===== config.mk =====
export PLATFORM = sky130hd
export DESIGN_NAME = fairq_top
export DESIGN_NICKNAME = d
export VERILOG_FILES = /design/src/fairq_pkg.sv /design/src/fairq_top.sv /design/src/fairq_window_rewriter.sv /design/src/fairq_queue_lane.sv /design/src/fairq_header_parser.sv
export VERILOG_INCLUDE_DIRS = /design/src /design/src/src
export SDC_FILE = /design/constraint.sdc
export NUM_CORES = 2
export LEC_CHECK = 0
export BUFFER_PORTS_ARGS = -buffer_cell sky130_fd_sc_hd__buf_2
export CORE_UTILIZATION = 58
export CTS_CLUSTER_SIZE = 14
export DETAILED_ROUTE_END_ITERATION = 6
export GPL_ROUTABILITY_DRIVEN = 1
export PLACE_DENSITY = 0.78
export RECOVER_POWER = 25
export SETUP_SLACK_MARGIN = 0.05
export SKIP_LAST_GASP = 1
export SLEW_MARGIN = 15
export SYNTH_ARGS = -nofsm -noshare
export SYNTH_HDL_FRONTEND = slang
export SYNTH_SLANG_ARGS = --single-unit

===== constraint.sdc =====
create_clock -name clk -period 7.95 [get_ports clk]
set_input_delay 0.3975 -clock clk [delete_from_list [all_inputs] [get_ports clk]]
set_output_delay 0.3975 -clock clk [all_outputs]
set_load 0.01 [all_outputs]

===== src/fairq_defines.svh =====
// stream widths, header field positions, protocol constants, window limits
`ifndef FAIRQ_DEFINES_SVH
`define FAIRQ_DEFINES_SVH

//////////////////////////////
// stream and queue widths
//////////////////////////////
`define FQ_DATA_WIDTH       64
`define FQ_CTRL_WIDTH       8
`define FQ_NUM_QUEUES       8
`define FQ_SRAM_ADDR_WIDTH  19

//////////////////////////////
// module header word
//////////////////////////////
// ctrl value of the io queue header word
`define FQ_IOQ_CTRL         8'hFF
// binary source port, one-hot destination mask
`define FQ_IOQ_SRC_POS      16
`define FQ_IOQ_DST_POS      0

//////////////////////////////
// protocol constants
//////////////////////////////
`define FQ_ETHERTYPE_IP     16'h0800
`define FQ_PROTO_TCP        8'd6
`define FQ_PORT_HTTP        16'd80
`define FQ_PORT_IPERF       16'd5001

// window math
`define FQ_WORD_BYTES       8
// floor on the per-queue share, in words
`define FQ_MAX_PKT_WORDS    256
`define FQ_MAX_WINDOW       16'hFFFF

`endif

===== src/fairq_pkg.sv =====
// shared types and the one's-complement add used by the checksum patch
`default_nettype none

`include "fairq_defines.svh"

package fairq_pkg;

   // stream word and its control byte
   typedef logic [`FQ_DATA_WIDTH-1:0]              data_word_t;
   typedef logic [`FQ_CTRL_WIDTH-1:0]              ctrl_t;

   // queue numbering, binary and one-hot
   typedef logic [$clog2(`FQ_NUM_QUEUES)-1:0]      queue_idx_t;
   typedef logic [`FQ_NUM_QUEUES-1:0]              queue_mask_t;

   // queue address, also used for capacity in words
   typedef logic [`FQ_SRAM_ADDR_WIDTH-1:0]         sram_addr_t;

   typedef logic [15:0]                            flow_count_t;
   typedef logic [15:0]                            share_t;
   // tcp window or checksum field
   typedef logic [15:0]                            window_t;

   // one-hot header walk, one state per word position
   typedef enum logic [8:0] {
      CTRL_WORD = 9'b0_0000_0001,
      WORD_1    = 9'b0_0000_0010,
      WORD_2    = 9'b0_0000_0100,
      WORD_3    = 9'b0_0000_1000,
      WORD_4    = 9'b0_0001_0000,
      WORD_5    = 9'b0_0010_0000,
      WORD_6    = 9'b0_0100_0000,
      WORD_7    = 9'b0_1000_0000,
      WAIT_EOP  = 9'b1_0000_0000
   } parse_state_t;

   // 16-bit add with end-around carry
   function automatic window_t ones_add(input window_t a, input window_t b);
      logic [16:0] sum;
      sum = {1'b0, a} + {1'b0, b};
      // low half is at most FFFE when the carry is set, so no second wrap
      return sum[15:0] + window_t'(sum[16]);
   endfunction

endpackage

`default_nettype wire


===== src/fairq_top.sv =====
// fairq top: header parser, one lane per output queue, window rewriter
`timescale 1ns/1ps
`default_nettype none

`include "fairq_defines.svh"

module fairq_top (
   input  logic                   clk,
   input  logic                   reset,
   // packet stream in
   input  logic                   in_wr,
   input  fairq_pkg::ctrl_t       in_ctrl,
   input  fairq_pkg::data_word_t  in_data,
   // queue configuration strobe
   input  logic                   rd_dst_addr,
   input  fairq_pkg::queue_idx_t  dst_oq,
   input  fairq_pkg::sram_addr_t  dst_oq_high_addr,
   input  fairq_pkg::sram_addr_t  dst_oq_low_addr,
   // packet stream out
   output logic                   out_wr,
   output fairq_pkg::ctrl_t       out_ctrl,
   output fairq_pkg::data_word_t  out_data
);
   import fairq_pkg::*;

   queue_mask_t                       flow_open_src;
   queue_mask_t                       flow_open_dst;
   queue_mask_t                       flow_close;
   logic                              rewrite_word;
   queue_idx_t                        src_queue;
   share_t [`FQ_NUM_QUEUES-1:0]       shares;

   fairq_header_parser u_parser (
      .clk           (clk),
      .reset         (reset),
      .in_wr         (in_wr),
      .in_ctrl       (in_ctrl),
      .in_data       (in_data),
      .flow_open_src (flow_open_src),
      .flow_open_dst (flow_open_dst),
      .flow_close    (flow_close),
      .rewrite_word  (rewrite_word),
      .src_queue     (src_queue)
   );

   //////////////////////////////
   // one lane per output queue
   //////////////////////////////
   for (genvar q = 0; q < `FQ_NUM_QUEUES; q++) begin : g_lane
      fairq_queue_lane #(
         .LANE_INDEX (q)
      ) u_lane (
         .clk              (clk),
         .reset            (reset),
         .rd_dst_addr      (rd_dst_addr),
         .dst_oq           (dst_oq),
         .dst_oq_high_addr (dst_oq_high_addr),
         .dst_oq_low_addr  (dst_oq_low_addr),
         .flow_open_src    (flow_open_src[q]),
         .flow_open_dst    (flow_open_dst[q]),
         .flow_close       (flow_close[q]),
         .share            (shares[q])
      );
   end

   fairq_window_rewriter u_rewriter (
      .clk          (clk),
      .reset        (reset),
      .in_wr        (in_wr),
      .in_ctrl      (in_ctrl),
      .in_data      (in_data),
      .rewrite_word (rewrite_word),
      .src_queue    (src_queue),
      .shares       (shares),
      .out_wr       (out_wr),
      .out_ctrl     (out_ctrl),
      .out_data     (out_data)
   );

endmodule

`default_nettype wire


===== src/fairq_window_rewriter.sv =====
// window rewriter: share select, new window, incremental checksum, output regs
`timescale 1ns/1ps
`default_nettype none

`include "fairq_defines.svh"

module fairq_window_rewriter (
   input  logic                                        clk,
   input  logic                                        reset,
   input  logic                                        in_wr,
   input  fairq_pkg::ctrl_t                            in_ctrl,
   input  fairq_pkg::data_word_t                       in_data,
   input  logic                                        rewrite_word,
   input  fairq_pkg::queue_idx_t                       src_queue,
   input  fairq_pkg::share_t [`FQ_NUM_QUEUES-1:0]      shares,
   output logic                                        out_wr,
   output fairq_pkg::ctrl_t                            out_ctrl,
   output fairq_pkg::data_word_t                       out_data
);
   import fairq_pkg::*;

   share_t       share_sel;
   logic [18:0]  win_bytes;
   window_t      new_window;
   window_t      old_window;
   window_t      old_checksum;
   window_t      window_diff;
   window_t      new_checksum;
   data_word_t   data_next;

   //////////////////////////////
   // new window from the share
   //////////////////////////////
   assign share_sel  = shares[src_queue];
   // share in words to bytes
   assign win_bytes  = {3'b000, share_sel} * 19'(`FQ_WORD_BYTES);
   assign new_window = (win_bytes > 19'(`FQ_MAX_WINDOW)) ? `FQ_MAX_WINDOW : win_bytes[15:0];

   // window and checksum sit in the top half of word 7
   assign old_window   = in_data[63:48];
   assign old_checksum = in_data[47:32];

   // rfc 1624 style update, hc' = ~(~hc + ~m + m')
   assign window_diff  = ones_add(~old_window, new_window);
   assign new_checksum = ~ones_add(window_diff, ~old_checksum);

   // zero share means the queue is not configured, leave the word alone
   assign data_next = (rewrite_word && new_window != '0) ?
                      {new_window, new_checksum, in_data[31:0]} : in_data;

   //////////////////////////////
   // output stage, one cycle
   //////////////////////////////
   always_ff @(posedge clk) begin
      if (reset) begin
         out_wr <= 1'b0;
      end else begin
         out_wr <= in_wr;
      end
   end

   always_ff @(posedge clk) begin
      out_ctrl <= in_ctrl;
      out_data <= data_next;
   end

endmodule

`default_nettype wire


===== src/fairq_queue_lane.sv =====
// queue lane: capacity register, flow counters, restoring fair-share divider
`timescale 1ns/1ps
`default_nettype none

`include "fairq_defines.svh"

module fairq_queue_lane #(
   parameter int LANE_INDEX = 0
) (
   input  logic                   clk,
   input  logic                   reset,
   input  logic                   rd_dst_addr,
   input  fairq_pkg::queue_idx_t  dst_oq,
   input  fairq_pkg::sram_addr_t  dst_oq_high_addr,
   input  fairq_pkg::sram_addr_t  dst_oq_low_addr,
   input  logic                   flow_open_src,
   input  logic                   flow_open_dst,
   input  logic                   flow_close,
   output fairq_pkg::share_t      share
);
   import fairq_pkg::*;

   // quotient width, one step per cycle
   localparam int DIV_BITS = 20;

   sram_addr_t           capacity;
   sram_addr_t           new_capacity;
   logic                 cap_write;
   flow_count_t          open_src_count;
   flow_count_t          open_dst_count;
   flow_count_t          close_count;
   flow_count_t          open_count;
   logic [16:0]          flow_diff;
   flow_count_t          flow_count;
   logic                 start;
   logic                 busy;
   logic [4:0]           step_count;
   logic [DIV_BITS-1:0]  quotient;
   logic [DIV_BITS-1:0]  quotient_next;
   flow_count_t          remainder;
   flow_count_t          remainder_next;
   flow_count_t          divisor;
   logic [16:0]          partial;
   share_t               share_next;

   //////////////////////////////
   // capacity and flow counts
   //////////////////////////////
   assign cap_write    = rd_dst_addr && (dst_oq == queue_idx_t'(LANE_INDEX));
   assign new_capacity = dst_oq_high_addr - dst_oq_low_addr;

   // active flows, never below one
   assign open_count = open_src_count + open_dst_count;
   assign flow_diff  = {1'b0, open_count} - {1'b0, close_count};
   assign flow_count = (!flow_diff[16] && flow_diff != '0) ? flow_diff[15:0] : 16'd1;

   always_ff @(posedge clk) begin
      if (reset) begin
         capacity       <= '0;
         open_src_count <= '0;
         open_dst_count <= '0;
         close_count    <= '0;
         start          <= 1'b0;
      end else begin
         if (cap_write) begin
            capacity <= new_capacity;
         end
         if (flow_open_src) begin
            open_src_count <= open_src_count + 1'b1;
         end
         if (flow_open_dst) begin
            open_dst_count <= open_dst_count + 1'b1;
         end
         if (flow_close) begin
            close_count <= close_count + 1'b1;
         end
         // kick the divider the cycle after any change
         start <= (cap_write && new_capacity != capacity) ||
                  flow_open_src || flow_open_dst || flow_close;
      end
   end

   //////////////////////////////
   // restoring divider
   //////////////////////////////
   always_comb begin
      partial = {remainder, quotient[DIV_BITS-1]};
      if (partial >= {1'b0, divisor}) begin
         remainder_next = flow_count_t'(partial - {1'b0, divisor});
         quotient_next  = {quotient[DIV_BITS-2:0], 1'b1};
      end else begin
         remainder_next = partial[15:0];
         quotient_next  = {quotient[DIV_BITS-2:0], 1'b0};
      end
      // floor at the minimum share, clip to 16 bits
      if (quotient_next < DIV_BITS'(`FQ_MAX_PKT_WORDS)) begin
         share_next = share_t'(`FQ_MAX_PKT_WORDS);
      end else if (quotient_next > DIV_BITS'(16'hFFFF)) begin
         share_next = 16'hFFFF;
      end else begin
         share_next = quotient_next[15:0];
      end
   end

   // step counter, a new start restarts the division
   always_ff @(posedge clk) begin
      if (reset) begin
         busy       <= 1'b0;
         step_count <= '0;
         share      <= '0;
      end else if (start) begin
         busy       <= 1'b1;
         step_count <= '0;
      end else if (busy) begin
         step_count <= step_count + 1'b1;
         if (step_count == 5'(DIV_BITS - 1)) begin
            busy  <= 1'b0;
            share <= share_next;
         end
      end
   end

   // operands sampled at start, quarter of the capacity over the flows
   always_ff @(posedge clk) begin
      if (start) begin
         quotient  <= DIV_BITS'(capacity >> 2);
         remainder <= '0;
         divisor   <= flow_count;
      end else if (busy) begin
         quotient  <= quotient_next;
         remainder <= remainder_next;
      end
   end

endmodule

`default_nettype wire


===== src/fairq_header_parser.sv =====
// header parser: per-packet word FSM, flow open/close events, rewrite strobe
`timescale 1ns/1ps
`default_nettype none

`include "fairq_defines.svh"

module fairq_header_parser (
   input  logic                    clk,
   input  logic                    reset,
   input  logic                    in_wr,
   input  fairq_pkg::ctrl_t        in_ctrl,
   input  fairq_pkg::data_word_t   in_data,
   output fairq_pkg::queue_mask_t  flow_open_src,
   output fairq_pkg::queue_mask_t  flow_open_dst,
   output fairq_pkg::queue_mask_t  flow_close,
   output logic                    rewrite_word,
   output fairq_pkg::queue_idx_t   src_queue
);
   import fairq_pkg::*;

   parse_state_t  state;
   parse_state_t  state_next;
   queue_mask_t   dst_mask;
   queue_mask_t   src_mask;
   logic          single_dest;
   logic          web_port;
   logic          word_6_seen;

   // header fields, each valid only in its own word
   logic [15:0]   ether_type;
   logic [7:0]    ip_proto;
   logic [15:0]   tcp_src_port;
   logic [15:0]   tcp_dst_port;
   logic          tcp_fin;
   logic          tcp_syn;
   logic          tcp_rst;
   logic          tcp_ack;

   //////////////////////////////
   // field slices
   //////////////////////////////
   assign ether_type   = in_data[31:16];
   assign ip_proto     = in_data[7:0];
   assign tcp_src_port = in_data[47:32];
   assign tcp_dst_port = in_data[31:16];
   assign tcp_fin      = in_data[0];
   assign tcp_syn      = in_data[1];
   assign tcp_rst      = in_data[2];
   assign tcp_ack      = in_data[4];

   // http or iperf on either side
   assign web_port = (tcp_src_port == `FQ_PORT_HTTP) || (tcp_src_port == `FQ_PORT_IPERF) ||
                     (tcp_dst_port == `FQ_PORT_HTTP) || (tcp_dst_port == `FQ_PORT_IPERF);

   // exactly one destination bit, multicast is not counted
   assign single_dest = (dst_mask != '0) && ((dst_mask & (dst_mask - 1'b1)) == '0);
   assign src_mask    = queue_mask_t'(1) << src_queue;

   //////////////////////////////
   // next state
   //////////////////////////////
   always_comb begin
      state_next = state;
      if (in_wr) begin
         case (state)
            CTRL_WORD: begin
               if (in_ctrl == `FQ_IOQ_CTRL) begin
                  state_next = WORD_1;
               end
            end
            WORD_1:  state_next = WORD_2;
            WORD_2:  state_next = (ether_type == `FQ_ETHERTYPE_IP) ? WORD_3 : WAIT_EOP;
            WORD_3:  state_next = (ip_proto == `FQ_PROTO_TCP) ? WORD_4 : WAIT_EOP;
            WORD_4:  state_next = WORD_5;
            WORD_5:  state_next = web_port ? WORD_6 : WAIT_EOP;
            // only a pure ack goes on to the window word
            WORD_6:  state_next = (tcp_ack && !tcp_syn && !tcp_fin && !tcp_rst) ?
                                  WORD_7 : WAIT_EOP;
            WORD_7:  state_next = WAIT_EOP;
            WAIT_EOP: state_next = WAIT_EOP;
            default: state_next = CTRL_WORD;
         endcase
         // last word of any packet ends the walk
         if (state != CTRL_WORD && in_ctrl != '0) begin
            state_next = CTRL_WORD;
         end
      end
   end

   always_ff @(posedge clk) begin
      if (reset) begin
         state <= CTRL_WORD;
      end else begin
         state <= state_next;
      end
   end

   // ports from the module header, held for the rest of the packet
   always_ff @(posedge clk) begin
      if (in_wr && state == CTRL_WORD && in_ctrl == `FQ_IOQ_CTRL) begin
         src_queue <= in_data[`FQ_IOQ_SRC_POS +: $bits(queue_idx_t)];
         dst_mask  <= in_data[`FQ_IOQ_DST_POS +: `FQ_NUM_QUEUES];
      end
   end

   //////////////////////////////
   // flow events, same cycle as word 6
   //////////////////////////////
   assign word_6_seen = in_wr && (state == WORD_6) && single_dest;

   // syn-ack opens on both ends, fin closes on the destination
   assign flow_open_src = (word_6_seen && tcp_syn && tcp_ack) ? src_mask : '0;
   assign flow_open_dst = (word_6_seen && tcp_syn && tcp_ack) ? dst_mask : '0;
   assign flow_close    = (word_6_seen && tcp_fin) ? dst_mask : '0;

   // window word of a qualifying ack is on the input now
   assign rewrite_word = in_wr && (state == WORD_7);

endmodule

`default_nettype wire


Word level (Yosys, flattened, before mapping)
Index checks and enable logic that the tools add are counted.
{ "totals": {"ff_bits": 1229, "elab_cells": 445} }
{ "classes": {"bitwise": 12, "addsub": 62, "reduce_logical": 115, "order_cmp": 26, "n_eq_ne": 41, "muxes": 86, "shift": 1} }
{ "op_table": {"columns": ["cell", "n"], "rows": [
  ["$mux 16", 26],
  ["$add 16x1->16 const B", 24],
  ["$mux 17", 16],
  ["$gt 20x16->1 const B", 8],
  ["$lt 20x9->1 const B", 8],
  ["$ne 19x19->1", 8],
  ["$ge 17x16->1", 8],
  ["$reduce_bool 17->1", 8],
  ["$sub 16x16->17", 8],
  ["$add 16x16->16", 8],
  ["$sub 16x16->16", 8],
  ["$pmux 9 s8", 1],
  ["$mux 64", 1],
  ["$mux 9", 6],
  ["$bmux 16 s3", 1],
  ["$not 16->16", 3],
  ["$add 5x1->5 const B", 8],
  ["$eq 5x5->1 const B", 8],
  ["$logic_and 1x1->1", 38],
  ["$add 16x16->17", 2],
  ["$add 16x1->16", 2],
  ["$eq 16x13->1 const B", 2],
  ["$eq 16x7->1 const B", 2],
  ["$mux 1", 32],
  ["35 further kinds", 107]
]} }

Depth between registers and ports, before layout
{ "logic_depth": {"ltp_word": 11, "mapped_depth": 42} }

Modules after synthesis
Synthesis repeated with hierarchy kept, for this count alone.
{ "hier_totals": {"cells_unflattened": 9649, "area_unflattened_um2": 82411.5} }
{ "modules_own_cells": {"columns": ["mod", "area_each_um2", "seq_area_each_um2", "cells_each", "n_inst"], "rows": [
  ["fairq_queue_lane (g_lane[5].u_lane ...)", 9577.9, 3173.0, 1114, 2],
  ["fairq_queue_lane (g_lane[3].u_lane)", 9506.6, 3173.0, 1123, 1],
  ["fairq_queue_lane (g_lane[2].u_lane)", 9500.4, 3173.0, 1120, 1],
  ["fairq_queue_lane (g_lane[0].u_lane)", 9404.0, 3173.0, 1104, 1],
  ["fairq_queue_lane (g_lane[7].u_lane)", 9397.8, 3173.0, 1118, 1],
  ["fairq_queue_lane (g_lane[1].u_lane)", 9347.7, 3173.0, 1101, 1],
  ["fairq_queue_lane (g_lane[4].u_lane)", 9337.7, 3173.0, 1102, 1],
  ["fairq_window_rewriter", 5292.6, 1461.4, 571, 1],
  ["fairq_header_parser", 1468.9, 510.5, 182, 1]
]} }

Least setup slack after synthesis
Ideal clock, no wire load.
{ "synth_timing": {"path_type": "register -> register", "startpoint": "reg u_parser.src_queue[0]", "endpoint": "reg u_rewriter.out_data[47]", "path_slack_ns": 0.408, "setup_time_ns": 0.121, "arrival_time_ns": 7.421, "path_stages_with_launch": 37, "path_cell_list": "edfxtp_1 > buf_2 > buf_2 > clkbuf_1 > a21oi_1 > a211o_1 > mux2i_1 > inv_1 > ha_1 > inv_1 > fa_1 > nor2b_1 > o31a_1 > o211ai_1 > a21oi_1 > o41a_1 > o21ai_0 > nand2b_1 > a21o_1 > a21o_1 > ha_1 > ha_1 > inv_1 > fa_1 > nor2b_1 > o211ai_1 > a211oi_1 > o221ai_1 > o21ai_0 > a21o_1 > a21o_1 > ha_1 > nand3_1 > nor2_1 > nor4b_1 > xnor3_1 > mux2_2"} }
{ "synth_between": {"elab_chain_cells": 10} }
{ "synth_rtl": {"columns": ["element", "line_no", "text"], "rows": [
  ["start, declared", "fairq_header_parser.sv:17", "output fairq_pkg::queue_idx_t src_queue"],
  ["start signal, assigned", "fairq_header_parser.sv:101", "src_queue <= in_data[`FQ_IOQ_SRC_POS +: $bits(queue_idx_t)];"],
  ["$bmux 16 s3 *", "fairq_window_rewriter.sv:34", "assign share_sel = shares[src_queue];"],
  ["$mux 16 (implied by the code) *", "fairq_window_rewriter.sv:34", null],
  ["$gt 19x16->1", "fairq_window_rewriter.sv:37", "assign new_window = (win_bytes > 19'(`FQ_MAX_WINDOW)) ? `FQ_MAX_WINDOW : win_bytes[15:0];"],
  ["$mux 16 *", "fairq_window_rewriter.sv:37", null],
  ["$add 16x16->17", "fairq_pkg.sv:40", "sum = {1'b0, a} + {1'b0, b};"],
  ["$add 16x1->16", "fairq_pkg.sv:42", "return sum[15:0] + window_t'(sum[16]);"],
  ["$add 16x16->17", "fairq_pkg.sv:40", null],
  ["$add 16x1->16", "fairq_pkg.sv:42", null],
  ["$not 16->16", "fairq_window_rewriter.sv:45", "assign new_checksum = ~ones_add(window_diff, ~old_checksum);"],
  ["$mux 64 *", "fairq_window_rewriter.sv:48", "assign data_next = (rewrite_word && new_window != '0) ?"],
  ["named net u_rewriter.data_next[47]", "fairq_window_rewriter.sv:29", "data_word_t data_next;"],
  ["end signal, assigned", "fairq_window_rewriter.sv:64", "out_data <= data_next;"],
  ["end, declared", "fairq_window_rewriter.sv:18", "output fairq_pkg::data_word_t out_data"]
]} }
The timed path passes the listed nets; every way through them passes the cells marked *. The select of a mux whose other input is x is not followed.
A chain may end at the register's enable or synchronous reset.

Worst setup path after layout
Ends and elaborated chain as after synthesis.

==> results.py <==
metrics = {
    "power_and_ir_drop": {
        "intPower_uw": 12100,
        "combPwrFrac_pct": 21.6,
        "pwr-share-seq_pct": 40.7,
        "p_sw_share_pct": 29.7,
        "p_leak_uw": 0.0313,
        "power.density_nw_per_um2": 216,
        "ir_drop_uv": 240,
        "p_sw_uw": 5130,
        "p_clk_share_pct": 37.7,
        "total_power_uw": 17300,
    },
    "clock_network": {
        "clkTransAtPathRegs_ns": 0.06,
        "clk_latency_ns": 0.79,
        "clock_path_buffers": 3,
        "clkSinkCount": 1229,
        "clock-root-buffer": "clkbuf_16",
        "cts_tree": "yes",
        "numCtsBuffers": 135,
        "htreeDepth": 4,
    },
    "setup_path": {
        "reg2reg_to": "u_rewriter.out_data[47]",
        "cp-startpoint": "u_parser.src_queue[0]",
        "criticalPathCategory": "register to register",
        "cp-start-kind": "register",
        "crit_path_frequent_cell": "ha_1",
        "endpoint_kind": "register",
        "worstPathArrival_ns": 8.27,
        "slowest_stage": "or4b_4",
        "r2r_slack_ns": 0.36,
        "reg2reg_depth": 29,
        "slowest_delay_ns": 0.52,
        "worst-path-max-fanout": 16,
        "r2r-start": "u_parser.src_queue[0]",
        "critical_path_required_ns": 8.62,
    },
    "yosys": {
        "ys_warn_count": 0,
        "synth_seq_cells": 1229,
        "ys_types": 98,
        "syn_area_um2": 71900,
        "synthArstFlopShare_pct": 0,
        "yosysSeqAreaShare_pct": 38.0,
        "synth_edf_count": 275,
        "synthCells": 8213,
        "ys.flop_type": "dfxtp_1",
        "syn_area_per_cell_um2": 8.76,
        "syn_nets": 8819,
    },
    "sta": {
        "max_slew.worst_pin.slew_ns": 4.47,
        "hold_violations": 0,
        "slew_headroom_pct": -198,
        "rsz0062_at_grt": "true",
        "whs_ns": 0.0571,
        "fin_crit_sh_pct": 95.5,
        "drv_slew": 752,
        "finalCriticalPeriod_ns": 7.59,
        "fmax_mhz": 132,
        "setup_viol": 0,
        "finalClockSkew_ns": 0.0301,
        "fin_tns_setup_ns": 0,
    },
    "global_routing": {
        "grt_pass1_vias": 57700,
        "antenna_found_initial": 8,
        "gr-total-overflow": 0,
        "grt_pass1_wl_um": 299000,
        "grt_max_degree": 207,
        "grtUsageTotal_pct": 29.2,
    },
    "detailed_routing": {
        "via_per_inst": 6.00,
        "drtIter0Drc": 5301,
        "ant_nets": 0,
        "num_vias": 60700,
        "drc_errors": 0,
        "drtPass1Iterations": 6,
        "routedWlPerCell_um": 18.5,
        "wl_um": 188000,
    },
    "floorplan": {
        "dieArea_um2": 125000,
        "core_um2": 122000,
        "start_util_pct": 58.8,
        "die_x_um": 354,
        "fp.dieH_um": 354,
        "rows": 128,
        "ios": 190,
    },
    "status": {
        "status": "finished with violations",
        "violations": "capacitance limit, slew limit",
    },
    "placement": {
        "port_buffers": 189,
        "place_area_um2": 74600,
        "place_congestion": 0.991,
        "dp_hpwl_um": 135000,
    },
    "layout": {
        "nets": 8984,
        "n_fill_cell": 9914,
        "areaGrowthSynthToFinish_pct": 11.0,
        "drive_above_1_share_pct": 8.34,
        "fin_area_um2": 79800,
    },
    "worst_hold_path": {
        "min_path_type": "primary input to register",
        "holdPathStages": 3,
        "holdCritStartpoint": "in_data[61]",
        "hold_end": "u_rewriter.out_data[61]",
    },
    "job": {
        "maxCapViolations": 11,
    },
}
[critical path: cells and delay by family, from the launching register on]
| kind | cells | cell delay, ns |
|---|---|---|
| buf+inv | 2 | 0.50 |
| flops | 1 | 0.45 |
| mux | 3 | 1.01 |
| fa+ha+maj | 4 | 1.12 |
| simple gates | 8 | 1.86 |
| xor+xnor | 3 | 0.59 |
| compound gates | 9 | 1.94 |
[through the flow]
step,utilization [%],worst slack (ns),std cells
floorplan,-,0.408,8213
global placement,61.0,0.0868,9793
detailed placement,61.0,-0.0984,9793
CTS,65.3,0.117,10100
global route,65.2,0.0229,10100
finish,65.2,0.357,10100
[worst max path at each step]
stage / to / slack [ns] / cells past startpoint
2_1_floorplan: u_rewriter.out_data[47] / 0.41 / 36
3_3_place_gp: u_rewriter.out_data[47] / 0.09 / 33
3_5_place_dp: u_rewriter.out_data[47] / -0.1 / 36
4_1_cts: u_rewriter.out_data[47] / 0.12 / 33
5_1_grt: u_rewriter.out_data[47] / 0.02 / 37
6_report: u_rewriter.out_data[47] / 0.36 / 29
[flip-flops by register name, summed over array words and instances (netlist names)]
| signal | flops |
|---|---|
| g_lane.u_lane.busy | 8 |
| g_lane.u_lane.capacity | 152 |
| g_lane.u_lane.close_count | 128 |
| g_lane.u_lane.divisor | 128 |
| g_lane.u_lane.open_dst_count | 128 |
| g_lane.u_lane.open_src_count | 128 |
| g_lane.u_lane.quotient | 160 |
| g_lane.u_lane.remainder | 128 |
| g_lane.u_lane.share | 128 |
| g_lane.u_lane.start | 8 |
| g_lane.u_lane.step_count | 40 |
| u_parser.dst_mask | 8 |
| u_parser.src_queue | 3 |
| u_parser.state | 9 |
| u_rewriter.out_ctrl | 8 |
| u_rewriter.out_data | 64 |
| u_rewriter.out_wr | 1 |
[cells in the mapped netlist (43+ instances only)]
library cell,instances,share of area (%)
a211oi_1,155,1.6
a21o_1,102,1.1
a21oi_1,580,4.0
and3_1,79,0.69
clkbuf_1,261,1.4
dfxtp_1,954,27
edfxtp_1,275,11
ha_1,462,8.0
inv_1,495,2.6
mux2_2,145,2.3
mux2i_1,153,2.1
nand2_1,691,3.6
nand2b_1,51,0.44
nand3_1,260,1.8
nand4_1,137,1.2
nor2_1,904,4.7
nor2b_1,100,0.87
nor3_1,314,2.2
nor4_1,57,0.50
o211ai_1,80,0.84
o21a_1,76,0.79
o21ai_0,299,2.1
o21bai_1,60,0.63
or2_2,43,0.37
or3_1,119,1.0
xnor2_1,468,5.7
xor2_1,340,4.1
[power by group through the flow]
stage	combinational (uW)	sequential [uW]	clock, uW
after floorplan	2800	7080	0
after global placement	3520	7140	0
after detailed placement	3620	7160	0
after CTS	3670	7030	6590
after global routing	4060	7080	6860
final	3720	7040	6510
[area by class of cell]
| class | instances | area (um2) | area share (%) |
|---|---|---|---|
| multi-input cells | 6163 | 41700 | 52.3 |
| flip-flops and latches | 1229 | 27400 | 34.3 |
| clock buffers | 194 | 3950 | 4.95 |
| repair buffers | 354 | 2230 | 2.79 |
| well taps | 1625 | 2030 | 2.55 |
| inverters | 495 | 1860 | 2.33 |
| clock inverters | 58 | 668 | 0.837 |
| diodes | 1 | 2.50 | 0.00314 |
[timing repair]
item                                    in CTS  in global routing
endpoints found under the setup margin       1                 14
hold buffers                                67                  0
pin swaps                                    0                  8
gates resized for setup                      3                 13
setup buffers                                1                  5
endpoints found under the hold margin      116                  0
[routing by layer]
metal  part of all wire (%)  vias up  wire, um  global-route usage, %
li1                       -    29300         -                      -
met1                     42    28700     79200                   37.8
met2                     46     2156     86300                   47.9
met3                    7.9      453     14900                   5.50
met4                    3.8       10      7130                   11.5
met5                  0.037        -        69                      0
[logic make-up after synthesis]
| kind of cell | Yosys count | share of synthesized area (%) |
|---|---|---|
| AO/OA/AOI/OAI | 1647 | 14.6 |
| XOR/XNOR | 812 | 9.96 |
| adder cells (fa/ha/maj) | 490 | 8.80 |
| buffers and inverters | 821 | 4.35 |
| flip-flops | 1229 | 38.0 |
| multiplexers | 325 | 5.25 |
| AND/OR/NAND/NOR | 2889 | 19.0 |
[placed cells by master (no fill, tap or decap), types with 80 or more instances in the layout]
| master | netlist | final |
|---|---|---|
| inv_1 | 495 | 495 |
| or3_1 | 119 | 119 |
| nand3_1 | 260 | 260 |
| nand2_1 | 691 | 691 |
| edfxtp_1 | 275 | 275 |
| mux2_2 | 145 | 144 |
| buf_2 | 18 | 87 |
| clkbuf_1 | 261 | 143 |
| xnor2_1 | 468 | 458 |
| nand4_1 | 137 | 137 |
| nor2b_1 | 100 | 99 |
| a211oi_1 | 155 | 154 |
| o211ai_1 | 80 | 80 |
| xor2_1 | 340 | 339 |
| buf_4 | 3 | 85 |
| dfxtp_1 | 954 | 954 |
| mux2i_1 | 153 | 153 |
| nor2_1 | 904 | 901 |
| a21o_1 | 102 | 102 |
| clkbuf_16 | 0 | 142 |
| a21oi_1 | 580 | 576 |
| nor3_1 | 314 | 305 |
| ha_1 | 462 | 462 |
| o21ai_0 | 299 | 297 |
(Power assumes the default switching activity.)
